==> src/cluster_periph_pkg.sv <==
/*
  Shared types and address map of the cluster peripheral.
  Byte addresses are 8 bits wide and word aligned; at most 8 performance counters.
*/
`default_nettype none

package cluster_periph_pkg;

  localparam int unsigned CntWidth = 48;

  // Register map.
  localparam logic [7:0] EnAddr         = 8'h00;
  localparam logic [7:0] ClintSetAddr   = 8'h04;
  localparam logic [7:0] ClintClearAddr = 8'h08;
  localparam logic [7:0] ClintStateAddr = 8'h0C;
  localparam logic [7:0] PrefetchAddr   = 8'h10;
  localparam logic [7:0] HartBaseAddr   = 8'h14;
  // One word per counter select.
  localparam logic [7:0] SelBase        = 8'h40;
  // Two words per counter, low word first.
  localparam logic [7:0] CntBase        = 8'h80;

  typedef enum logic [3:0] {
    Cycle         = 4'd0,
    TcdmAccessed  = 4'd1,
    TcdmCongested = 4'd2,
    RetiredInstr  = 4'd3,
    RetiredLoad   = 4'd4,
    IssueFpu      = 4'd5,
    DmaBusy       = 4'd6,
    DmaRDone      = 4'd7,
    DmaRBytes     = 4'd8,
    IcacheMiss    = 4'd9,
    IcacheHit     = 4'd10
  } perf_metric_e;

  // Metrics tracked right after reset by the lowest counters.
  localparam int unsigned NumRstMetrics = 5;
  localparam perf_metric_e MetricRstTable [NumRstMetrics] = '{
    Cycle, RetiredInstr, TcdmAccessed, IcacheMiss, IcacheHit
  };

  typedef struct packed {
    logic retired_instr;
    logic retired_load;
    logic issue_fpu;
    // From the core's L0 instruction cache.
    logic l0_miss;
    logic l0_hit;
  } core_events_t;

  typedef struct packed {
    logic        tcdm_accessed;
    logic        tcdm_congested;
    logic        dma_busy;
    logic        dma_r_done;
    logic [15:0] dma_r_bytes;
  } cluster_events_t;

  typedef struct packed {
    logic       busy;
    logic       r_done;
    logic [7:0] r_len;
    logic [2:0] r_size;
  } dma_events_t;

  typedef struct packed {
    logic accessed;
    logic congested;
  } tcdm_events_t;

  typedef struct packed {
    logic        valid;
    logic        write;
    logic [7:0]  addr;
    logic [31:0] wdata;
  } reg_req_t;

  typedef struct packed {
    logic        valid;
    logic        error;
    logic [31:0] rdata;
  } reg_rsp_t;

  typedef struct packed {
    logic [19:0] reserved;
    logic [3:0]  metric;
    logic [7:0]  hart;
  } cnt_sel_t;

  // A bus word, either raw or as a counter select.
  typedef union packed {
    logic [31:0] raw;
    cnt_sel_t    sel;
  } reg_wdata_u;

endpackage

`default_nettype wire

==> src/perf_event_stage.sv <==
/*
  Registers every event source once, so events reach the counters one cycle late.
  DMA read bytes assume (r_len + 1) << r_size fits in 16 bits.
*/
`timescale 1ns/1ps
`default_nettype none

module perf_event_stage
  import cluster_periph_pkg::*;
#(
  parameter int unsigned NrCores = 4
) (
  input  wire logic                       clk_i,
  input  wire logic                       reset_i,
  input  tcdm_events_t                    tcdm_events_i,
  input  dma_events_t                     dma_events_i,
  input  core_events_t [NrCores-1:0]      core_events_i,
  output cluster_events_t                 cluster_events_o,
  output core_events_t [NrCores-1:0]      core_events_o
);

  cluster_events_t            cluster_d, cluster_q;
  core_events_t [NrCores-1:0] core_q;
  logic [15:0]                r_bytes;

  // Bytes moved by one DMA read beat.
  always_comb begin
    r_bytes = '0;
    if (dma_events_i.r_done) begin
      r_bytes = (16'(dma_events_i.r_len) + 16'd1) << dma_events_i.r_size;
    end
  end

  always_comb begin
    cluster_d.tcdm_accessed  = tcdm_events_i.accessed;
    cluster_d.tcdm_congested = tcdm_events_i.congested;
    cluster_d.dma_busy       = dma_events_i.busy;
    cluster_d.dma_r_done     = dma_events_i.r_done;
    cluster_d.dma_r_bytes    = r_bytes;
  end

  // Event register stage.
  always_ff @(posedge clk_i) begin
    if (reset_i) begin
      cluster_q <= '0;
      core_q    <= '0;
    end else begin
      cluster_q <= cluster_d;
      core_q    <= core_events_i;
    end
  end

  assign cluster_events_o = cluster_q;
  assign core_events_o    = core_q;

endmodule

`default_nettype wire

==> src/perf_counter.sv <==
/*
  One 48-bit performance counter with its own metric and hart select.
  Clear wins over counting; metric codes above IcacheHit count nothing.
*/
`timescale 1ns/1ps
`default_nettype none

module perf_counter
  import cluster_periph_pkg::*;
#(
  parameter int unsigned  NrCores   = 4,
  parameter perf_metric_e RstMetric = Cycle
) (
  input  wire logic                  clk_i,
  input  wire logic                  reset_i,
  input  wire logic                  en_i,
  input  wire logic                  clear_i,
  input  wire logic                  sel_we_i,
  input  reg_wdata_u                 sel_i,
  input  cluster_events_t            cluster_events_i,
  input  core_events_t [NrCores-1:0] core_events_i,
  output logic [CntWidth-1:0]        count_o,
  output perf_metric_e               metric_o,
  output logic [7:0]                 hart_o
);

  localparam int unsigned HartW = (NrCores > 1) ? $clog2(NrCores) : 1;

  logic [CntWidth-1:0] count_q;
  perf_metric_e        metric_q;
  logic [HartW-1:0]    hart_q;
  core_events_t        hart_ev;
  logic [15:0]         inc;

  // Harts past NrCores-1 (non power of two) see no events.
  assign hart_ev = (int'(hart_q) < NrCores) ? core_events_i[hart_q] : '0;

  always_comb begin
    inc = '0;
    case (metric_q)
      Cycle:         inc = 16'd1;
      TcdmAccessed:  inc = 16'(cluster_events_i.tcdm_accessed);
      TcdmCongested: inc = 16'(cluster_events_i.tcdm_congested);
      RetiredInstr:  inc = 16'(hart_ev.retired_instr);
      RetiredLoad:   inc = 16'(hart_ev.retired_load);
      IssueFpu:      inc = 16'(hart_ev.issue_fpu);
      DmaBusy:       inc = 16'(cluster_events_i.dma_busy);
      DmaRDone:      inc = 16'(cluster_events_i.dma_r_done);
      DmaRBytes:     inc = cluster_events_i.dma_r_bytes;
      IcacheMiss:    inc = 16'(hart_ev.l0_miss);
      IcacheHit:     inc = 16'(hart_ev.l0_hit);
      default:       inc = '0;
    endcase
  end

  always_ff @(posedge clk_i) begin
    if (reset_i) begin
      count_q <= '0;
    end else if (clear_i) begin
      count_q <= '0;
    end else if (en_i) begin
      count_q <= count_q + CntWidth'(inc);
    end
  end

  // The hart select keeps only its low bits, so higher harts wrap.
  always_ff @(posedge clk_i) begin
    if (reset_i) begin
      metric_q <= RstMetric;
      hart_q   <= '0;
    end else if (sel_we_i) begin
      metric_q <= perf_metric_e'(sel_i.sel.metric);
      hart_q   <= sel_i.sel.hart[HartW-1:0];
    end
  end

  assign count_o  = count_q;
  assign metric_o = metric_q;
  assign hart_o   = 8'(hart_q);

endmodule

`default_nettype wire

==> src/cluster_periph_regs.sv <==
/*
  Register decoder; each request is answered exactly one cycle later.
  Reads return state from before the request edge. Set/clear words read 0.
  Assumes NrCores <= 32 and NumPerfCounters <= 8.
*/
`timescale 1ns/1ps
`default_nettype none

module cluster_periph_regs
  import cluster_periph_pkg::*;
#(
  parameter int unsigned NrCores         = 4,
  parameter int unsigned NumPerfCounters = 8
) (
  input  wire logic                                     clk_i,
  input  wire logic                                     reset_i,
  input  reg_req_t                                      reg_req_i,
  output reg_rsp_t                                      reg_rsp_o,
  input  wire logic [9:0]                               hart_base_id_i,
  output logic [NrCores-1:0]                            cl_clint_o,
  output logic                                          icache_prefetch_enable_o,
  output logic [NumPerfCounters-1:0]                    cnt_en_o,
  output logic [NumPerfCounters-1:0]                    cnt_clear_o,
  output logic [NumPerfCounters-1:0]                    sel_we_o,
  output reg_wdata_u                                    sel_o,
  input  wire logic [NumPerfCounters-1:0][CntWidth-1:0] count_i,
  input  perf_metric_e [NumPerfCounters-1:0]            metric_i,
  input  wire logic [NumPerfCounters-1:0][7:0]          hart_i
);

  logic [NumPerfCounters-1:0] en_d, en_q;
  logic [NrCores-1:0]         clint_d, clint_q;
  logic                       prefetch_d, prefetch_q;
  logic                       wr, hit, read_only;
  logic [31:0]                rdata_d, rsp_rdata_q;
  logic                       rsp_valid_q, rsp_err_q;

  assign wr = reg_req_i.valid & reg_req_i.write;

  always_comb begin
    reg_wdata_u rd_sel;
    hit         = 1'b0;
    read_only   = 1'b0;
    rdata_d     = '0;
    en_d        = en_q;
    clint_d     = clint_q;
    prefetch_d  = prefetch_q;
    cnt_clear_o = '0;
    sel_we_o    = '0;
    rd_sel.raw  = '0;
    case (reg_req_i.addr)
      EnAddr: begin
        hit     = 1'b1;
        rdata_d = 32'(en_q);
        if (wr) en_d = reg_req_i.wdata[NumPerfCounters-1:0];
      end
      ClintSetAddr: begin
        hit = 1'b1;
        if (wr) clint_d = clint_q | reg_req_i.wdata[NrCores-1:0];
      end
      ClintClearAddr: begin
        hit = 1'b1;
        if (wr) clint_d = clint_q & ~reg_req_i.wdata[NrCores-1:0];
      end
      ClintStateAddr: begin
        hit       = 1'b1;
        read_only = 1'b1;
        rdata_d   = 32'(clint_q);
      end
      PrefetchAddr: begin
        hit     = 1'b1;
        rdata_d = 32'(prefetch_q);
        if (wr) prefetch_d = reg_req_i.wdata[0];
      end
      HartBaseAddr: begin
        hit       = 1'b1;
        read_only = 1'b1;
        rdata_d   = 32'(hart_base_id_i);
      end
      default: ;
    endcase
    // Per-counter select and count words.
    for (int i = 0; i < NumPerfCounters; i++) begin
      if (reg_req_i.addr == SelBase + 8'(4 * i)) begin
        hit               = 1'b1;
        rd_sel.sel.metric = metric_i[i];
        rd_sel.sel.hart   = hart_i[i];
        rdata_d           = rd_sel.raw;
        sel_we_o[i]       = wr;
      end
      if (reg_req_i.addr == CntBase + 8'(8 * i)) begin
        hit            = 1'b1;
        rdata_d        = count_i[i][31:0];
        cnt_clear_o[i] = wr;
      end
      if (reg_req_i.addr == CntBase + 8'(8 * i + 4)) begin
        hit            = 1'b1;
        rdata_d        = 32'(count_i[i][CntWidth-1:32]);
        cnt_clear_o[i] = wr;
      end
    end
  end

  always_ff @(posedge clk_i) begin
    if (reset_i) begin
      en_q        <= '0;
      clint_q     <= '0;
      prefetch_q  <= 1'b0;
      rsp_valid_q <= 1'b0;
    end else begin
      en_q        <= en_d;
      clint_q     <= clint_d;
      prefetch_q  <= prefetch_d;
      rsp_valid_q <= reg_req_i.valid;
    end
  end

  // Response error flag and read data.
  always_ff @(posedge clk_i) begin
    rsp_err_q   <= !hit || (wr && read_only);
    rsp_rdata_q <= rdata_d;
  end

  assign reg_rsp_o = '{valid: rsp_valid_q, error: rsp_err_q, rdata: rsp_rdata_q};

  assign cl_clint_o               = clint_q;
  assign icache_prefetch_enable_o = prefetch_q;
  assign cnt_en_o                 = en_q;
  assign sel_o.raw                = reg_req_i.wdata;

endmodule

`default_nettype wire

==> src/cluster_peripheral.sv <==
/*
  Cluster peripheral top: event stage, counter bank and register block.
  NumPerfCounters must not exceed 8; events are counted two cycles after input.
*/
`timescale 1ns/1ps
`default_nettype none

module cluster_peripheral
  import cluster_periph_pkg::*;
#(
  parameter int unsigned NrCores         = 4,
  parameter int unsigned NumPerfCounters = 8
) (
  input  wire logic                  clk_i,
  input  wire logic                  reset_i,
  input  reg_req_t                   reg_req_i,
  output reg_rsp_t                   reg_rsp_o,
  input  wire logic [9:0]            hart_base_id_i,
  output logic [NrCores-1:0]         cl_clint_o,
  output logic                       icache_prefetch_enable_o,
  input  tcdm_events_t               tcdm_events_i,
  input  dma_events_t                dma_events_i,
  input  core_events_t [NrCores-1:0] core_events_i
);

  cluster_events_t                           cluster_ev;
  core_events_t [NrCores-1:0]                core_ev;
  logic [NumPerfCounters-1:0]                cnt_en, cnt_clear, sel_we;
  reg_wdata_u                                sel;
  logic [NumPerfCounters-1:0][CntWidth-1:0]  count;
  perf_metric_e [NumPerfCounters-1:0]        metric;
  logic [NumPerfCounters-1:0][7:0]           hart;

  perf_event_stage #(
    .NrCores (NrCores)
  ) i_event_stage (
    .clk_i            (clk_i),
    .reset_i          (reset_i),
    .tcdm_events_i    (tcdm_events_i),
    .dma_events_i     (dma_events_i),
    .core_events_i    (core_events_i),
    .cluster_events_o (cluster_ev),
    .core_events_o    (core_ev)
  );

  for (genvar i = 0; i < NumPerfCounters; i++) begin : gen_cnt
    // Counters beyond the table start out on Cycle.
    localparam perf_metric_e RstMetric =
      (i < NumRstMetrics) ? MetricRstTable[i % NumRstMetrics] : Cycle;

    perf_counter #(
      .NrCores   (NrCores),
      .RstMetric (RstMetric)
    ) i_cnt (
      .clk_i            (clk_i),
      .reset_i          (reset_i),
      .en_i             (cnt_en[i]),
      .clear_i          (cnt_clear[i]),
      .sel_we_i         (sel_we[i]),
      .sel_i            (sel),
      .cluster_events_i (cluster_ev),
      .core_events_i    (core_ev),
      .count_o          (count[i]),
      .metric_o         (metric[i]),
      .hart_o           (hart[i])
    );
  end

  cluster_periph_regs #(
    .NrCores         (NrCores),
    .NumPerfCounters (NumPerfCounters)
  ) i_regs (
    .clk_i                    (clk_i),
    .reset_i                  (reset_i),
    .reg_req_i                (reg_req_i),
    .reg_rsp_o                (reg_rsp_o),
    .hart_base_id_i           (hart_base_id_i),
    .cl_clint_o               (cl_clint_o),
    .icache_prefetch_enable_o (icache_prefetch_enable_o),
    .cnt_en_o                 (cnt_en),
    .cnt_clear_o              (cnt_clear),
    .sel_we_o                 (sel_we),
    .sel_o                    (sel),
    .count_i                  (count),
    .metric_i                 (metric),
    .hart_i                   (hart)
  );

endmodule

`default_nettype wire

==> config.mk <==
export PLATFORM = sky130hd
export DESIGN_NAME = cluster_peripheral
export DESIGN_NICKNAME = d
export VERILOG_FILES = /design/src/cluster_periph_pkg.sv /design/src/perf_event_stage.sv /design/src/perf_counter.sv /design/src/cluster_periph_regs.sv /design/src/cluster_peripheral.sv
export SDC_FILE = /design/constraint.sdc
export NUM_CORES = 2
export LEC_CHECK = 0
export BUFFER_PORTS_ARGS = -buffer_cell sky130_fd_sc_hd__buf_2
export CAP_MARGIN = 20
export CORE_MARGIN = 2
export CORE_UTILIZATION = 33
export CTS_CLUSTER_SIZE = 40
export DETAILED_ROUTE_END_ITERATION = 12
export GPL_TIMING_DRIVEN = 0
export SLEW_MARGIN = 30
export SYNTH_ARGS = -nofsm -noshare
export SYNTH_HDL_FRONTEND = slang
export SYNTH_HIERARCHICAL = 1
export SYNTH_SLANG_ARGS = --single-unit
==> constraint.sdc <==
create_clock -name clk_i -period 7.5 [get_ports clk_i]
set_input_delay 0.375 -clock clk_i [delete_from_list [all_inputs] [get_ports clk_i]]
set_output_delay 0.375 -clock clk_i [all_outputs]
set_load 0.03 [all_outputs]
==> parameters.txt <==
Parameter                              Value

Clocking
  Clock sinks ... 519
  Post-cts resize count ... 0
  Maximum buffer depth of the clock tree ... 3
  Number of buffers added by the clock tree synthesis step ... 61
  H-tree depth ... 2
  CTS tree ... done
  Clock insertion delay at the later pin of the skew report ... 0.72 ns
  Clock-pin transition on the worst setup and hold timing paths ... 0.06 ns
  Root buffer cell ... clkbuf_16

Global route
  Maximum number of pins on one net before global-route repair ... 28
  Antenna violations before repair ... 23
  Wire length of the first global-routing pass ... 236.0 mm
  Overall routing resource usage ... 27.95%
  Leftover overflow at the end of global routing ... 0
  Vias in the first global route ... 34562

Placed design
  Number of buffers inserted by port buffering ... 101
  HPWL reported at the end of detailed placement ... 124.9 mm
  Final GP Congestion ... 1.091
  Placed insts ... 6130

Die
  Core footprint ... 0.1102 sq mm
  Die Outline Area ... 0.1133 sq mm
  Height of the die ... 336.7 um
  I/O pin count ... 128
  Effective utilization at floorplan ... 33.14%
  Die width ... 336.7 um
  Row count ... 122

Worst setup path
  Largest fanout on the critical path ... 10
  Number of buffers and inverters on the critical path ... 3
  Critical-path cell with the highest stage delay ... mux4_2
  Setup CP Type ... flip-flop to flip-flop
  Register-to-register setup slack ... 2.41 ns
  Startpoint Class ... flip-flop
  Register-to-Register Path Depth ... 15
  CP Cell Sequence ... clkbuf_1, mux4_2, mux4_2, nand2b_1, a21oi_1, ha_1, fa_1, a21o_1, a221oi_2, o211ai_2, a221oi_4, buf_6, buf_8, nor3_1, o21a_1
  Worst reg2reg path endpoint ... gen_cnt[0].i_cnt/count_o[16]
  Cell occurring most often along the worst timing path ... mux4_2
  Reg-to-reg startpoint ... gen_cnt[0].i_cnt/hart_q[0]
  Capturing element type of the critical path ... flip-flop
  Crit path DAT ... 5.70 ns
  Largest stage delay on the critical path ... 0.58 ns
  Crit-path leading delay family ... compound AO/OA/AOI/OAI gates
  CP Launch Point ... gen_cnt[0].i_cnt/hart_q[0]
  CP required ... 8.11 ns

Synthesis
  Cell count after synthesis ... 4494
  Mean Syn Cell Area ... 8.126 sq um
  Synthesized cell area ... 0.03652 sq mm
  Synthesis warning total ... 6

Drt
  Vias post-DR ... 38243
  Total DRC errors in the routed layout ... 0
  Number of vias per cell after detailed routing ... 6.075
  First drt pass iteration count ... 6
  Routed wire length ... 163.2 mm
  Violation count after the first detailed-routing iteration ... 4719
  Drt wl/cell ... 25.92 um
  Number of routed nets with antenna violations ... 0

Min path
  Worst Hold Depth ... 2
  Min-delay src ... reg_req_i[11]
  Capture endpoint of the worst hold path ... gen_cnt[4].i_cnt/metric_o[3]
  Min-delay worst type ... primary input to flip-flop

Final layout
  Final instance count without filler cells ... 6295
  Proportion of layout cells with a drive suffix above 1 ... 12.92%
  Number of nets in the layout ... 4965
  Synthesis-to-layout area growth ... 14.61%

Power
  Reg power frac ... 42.8%
  Clock share of power ... 51.9%
  Net switching share of the total power ... 25.09%
  Maximum resistive drop on vdd ... 0.0002024 V
  Sw power ... 0.001654 W
  Power density over the cells ... 157.5 mW/mm^2
  Portion of total power attributed to combinational logic ... 5.3%
  Leakage Power ... 15.07 nW
  Int Pwr ... 0.004939 W

Flow run
  Number of maximum-capacitance violations ... 0

Run status
  Run status ... completed

Timing
  Worst hold slack across all endpoints ... 0.03128 ns
  Fmax ... 0.1966 GHz
  Max-slew violation count ... 0
  Clock period minus final worst setup slack ... 5.086 ns
  Remaining max-slew budget at the tightest pin ... 18.91%
  Final-report hold violation count ... 0
  Total Neg Setup Slack ... 0 ns
  Post-route clock period utilization ... 67.81%
  Worst setup skew after layout ... 0.05573 ns
  Actual slew at the worst max-slew pin ... 1.207 ns
  RSZ-0062 raised after global routing ... false
  Setup violations, final ... 0
-- power by group through the flow --
stage | clock (W) | sequential [W] | combinational [W]
2_1_floorplan | 0 | 0.00285 | 0.000188
3_3_place_gp | 0 | 0.00288 | 0.000318
3_5_place_dp | 0 | 0.00288 | 0.000321
4_1_cts | 0.00346 | 0.00282 | 0.000335
5_1_grt | 0.00357 | 0.00282 | 0.000364
6_report | 0.00342 | 0.00282 | 0.000349
-- worst max-delay path by stage --
stage	depth (start not counted)	slack, ns	to
3_5_place_dp	15	2.50	gen_cnt[0].i_cnt/count_o[16]
6_report	15	2.41	gen_cnt[0].i_cnt/count_o[16]
2_1_floorplan	16	3.37	gen_cnt[7].i_cnt/count_o[24]
3_3_place_gp	15	2.52	gen_cnt[0].i_cnt/count_o[16]
4_1_cts	15	2.48	gen_cnt[0].i_cnt/count_o[16]
5_1_grt	15	2.14	gen_cnt[0].i_cnt/count_o[38]
-- placed cells by master (no fill, tap or decap), types with 97 or more instances in the layout --
cell type / count
dfxtp_1: 504
mux2i_1: 177
and2_1: 144
xnor2_1: 125
nor2_1: 453
buf_2: 190
nand3_1: 175
nand2_1: 352
o21ai_0: 174
nand4_1: 97
clkbuf_1: 135
ha_1: 129
a21oi_1: 317
-- state kept, by name, summed over array words and instances (netlist names), named ones only --
register and count:
gen_cnt.i_cnt/count_o 384, gen_cnt.i_cnt/metric_o 32, i_regs/rsp_rdata_q 32, i_event_stage/cluster_events_o 20, i_event_stage/core_events_o 20, gen_cnt.i_cnt/hart_q 16
i_regs/cnt_en_o 8, i_regs/icache_prefetch_enable_o 1, i_regs/rsp_err_q 1, i_regs/rsp_valid_q 1
-- per-stage QoR --
stage / utilization (%) / total power (W) / area [sq um] / setup slack (ns)
6_report: 37.98 / 0.006593 / 41860 / 2.414
5_1_grt: 37.94 / 0.006752 / 41810 / 2.141
3_3_place_gp: 35.42 / 0.003201 / 39040 / 2.524
4_1_cts: 37.93 / 0.006620 / 41800 / 2.484
3_5_place_dp: 35.55 / 0.003205 / 39180 / 2.496
2_1_floorplan: - / 0.003036 / 36670 / 3.371
-- per-layer routing --
layer / vias up / share of wire, % / wire [um] / global-route usage, %
li1: 17321 / - / - / -
met1: 18361 / 40 / 65970 / 36.93
met2: 2110 / 42 / 69300 / 41.74
met3: 445 / 9.9 / 16160 / 4.946
met4: 6 / 7.2 / 11700 / 18.19
met5: - / 0.021 / 35 / 0
-- area by class of cell --
type	count	area (sq um)
multi-input cells	3617	24360
fillers	11468	68360
flip-flops and latches	519	10410
repair buffers	142	895.9
diodes	17	42.54
well taps	1488	1862
clock inverters	31	530.5
inverters	77	289.0
clock buffers	83	1749
plain buffers	321	1717
-- timing repair --
action                    in CTS  in global routing
setup buffers                  0                  0
hold endpoints to repair      38                  0
hold buffers                  34                  0
Note: power is estimated with default switching activity, not from simulation.
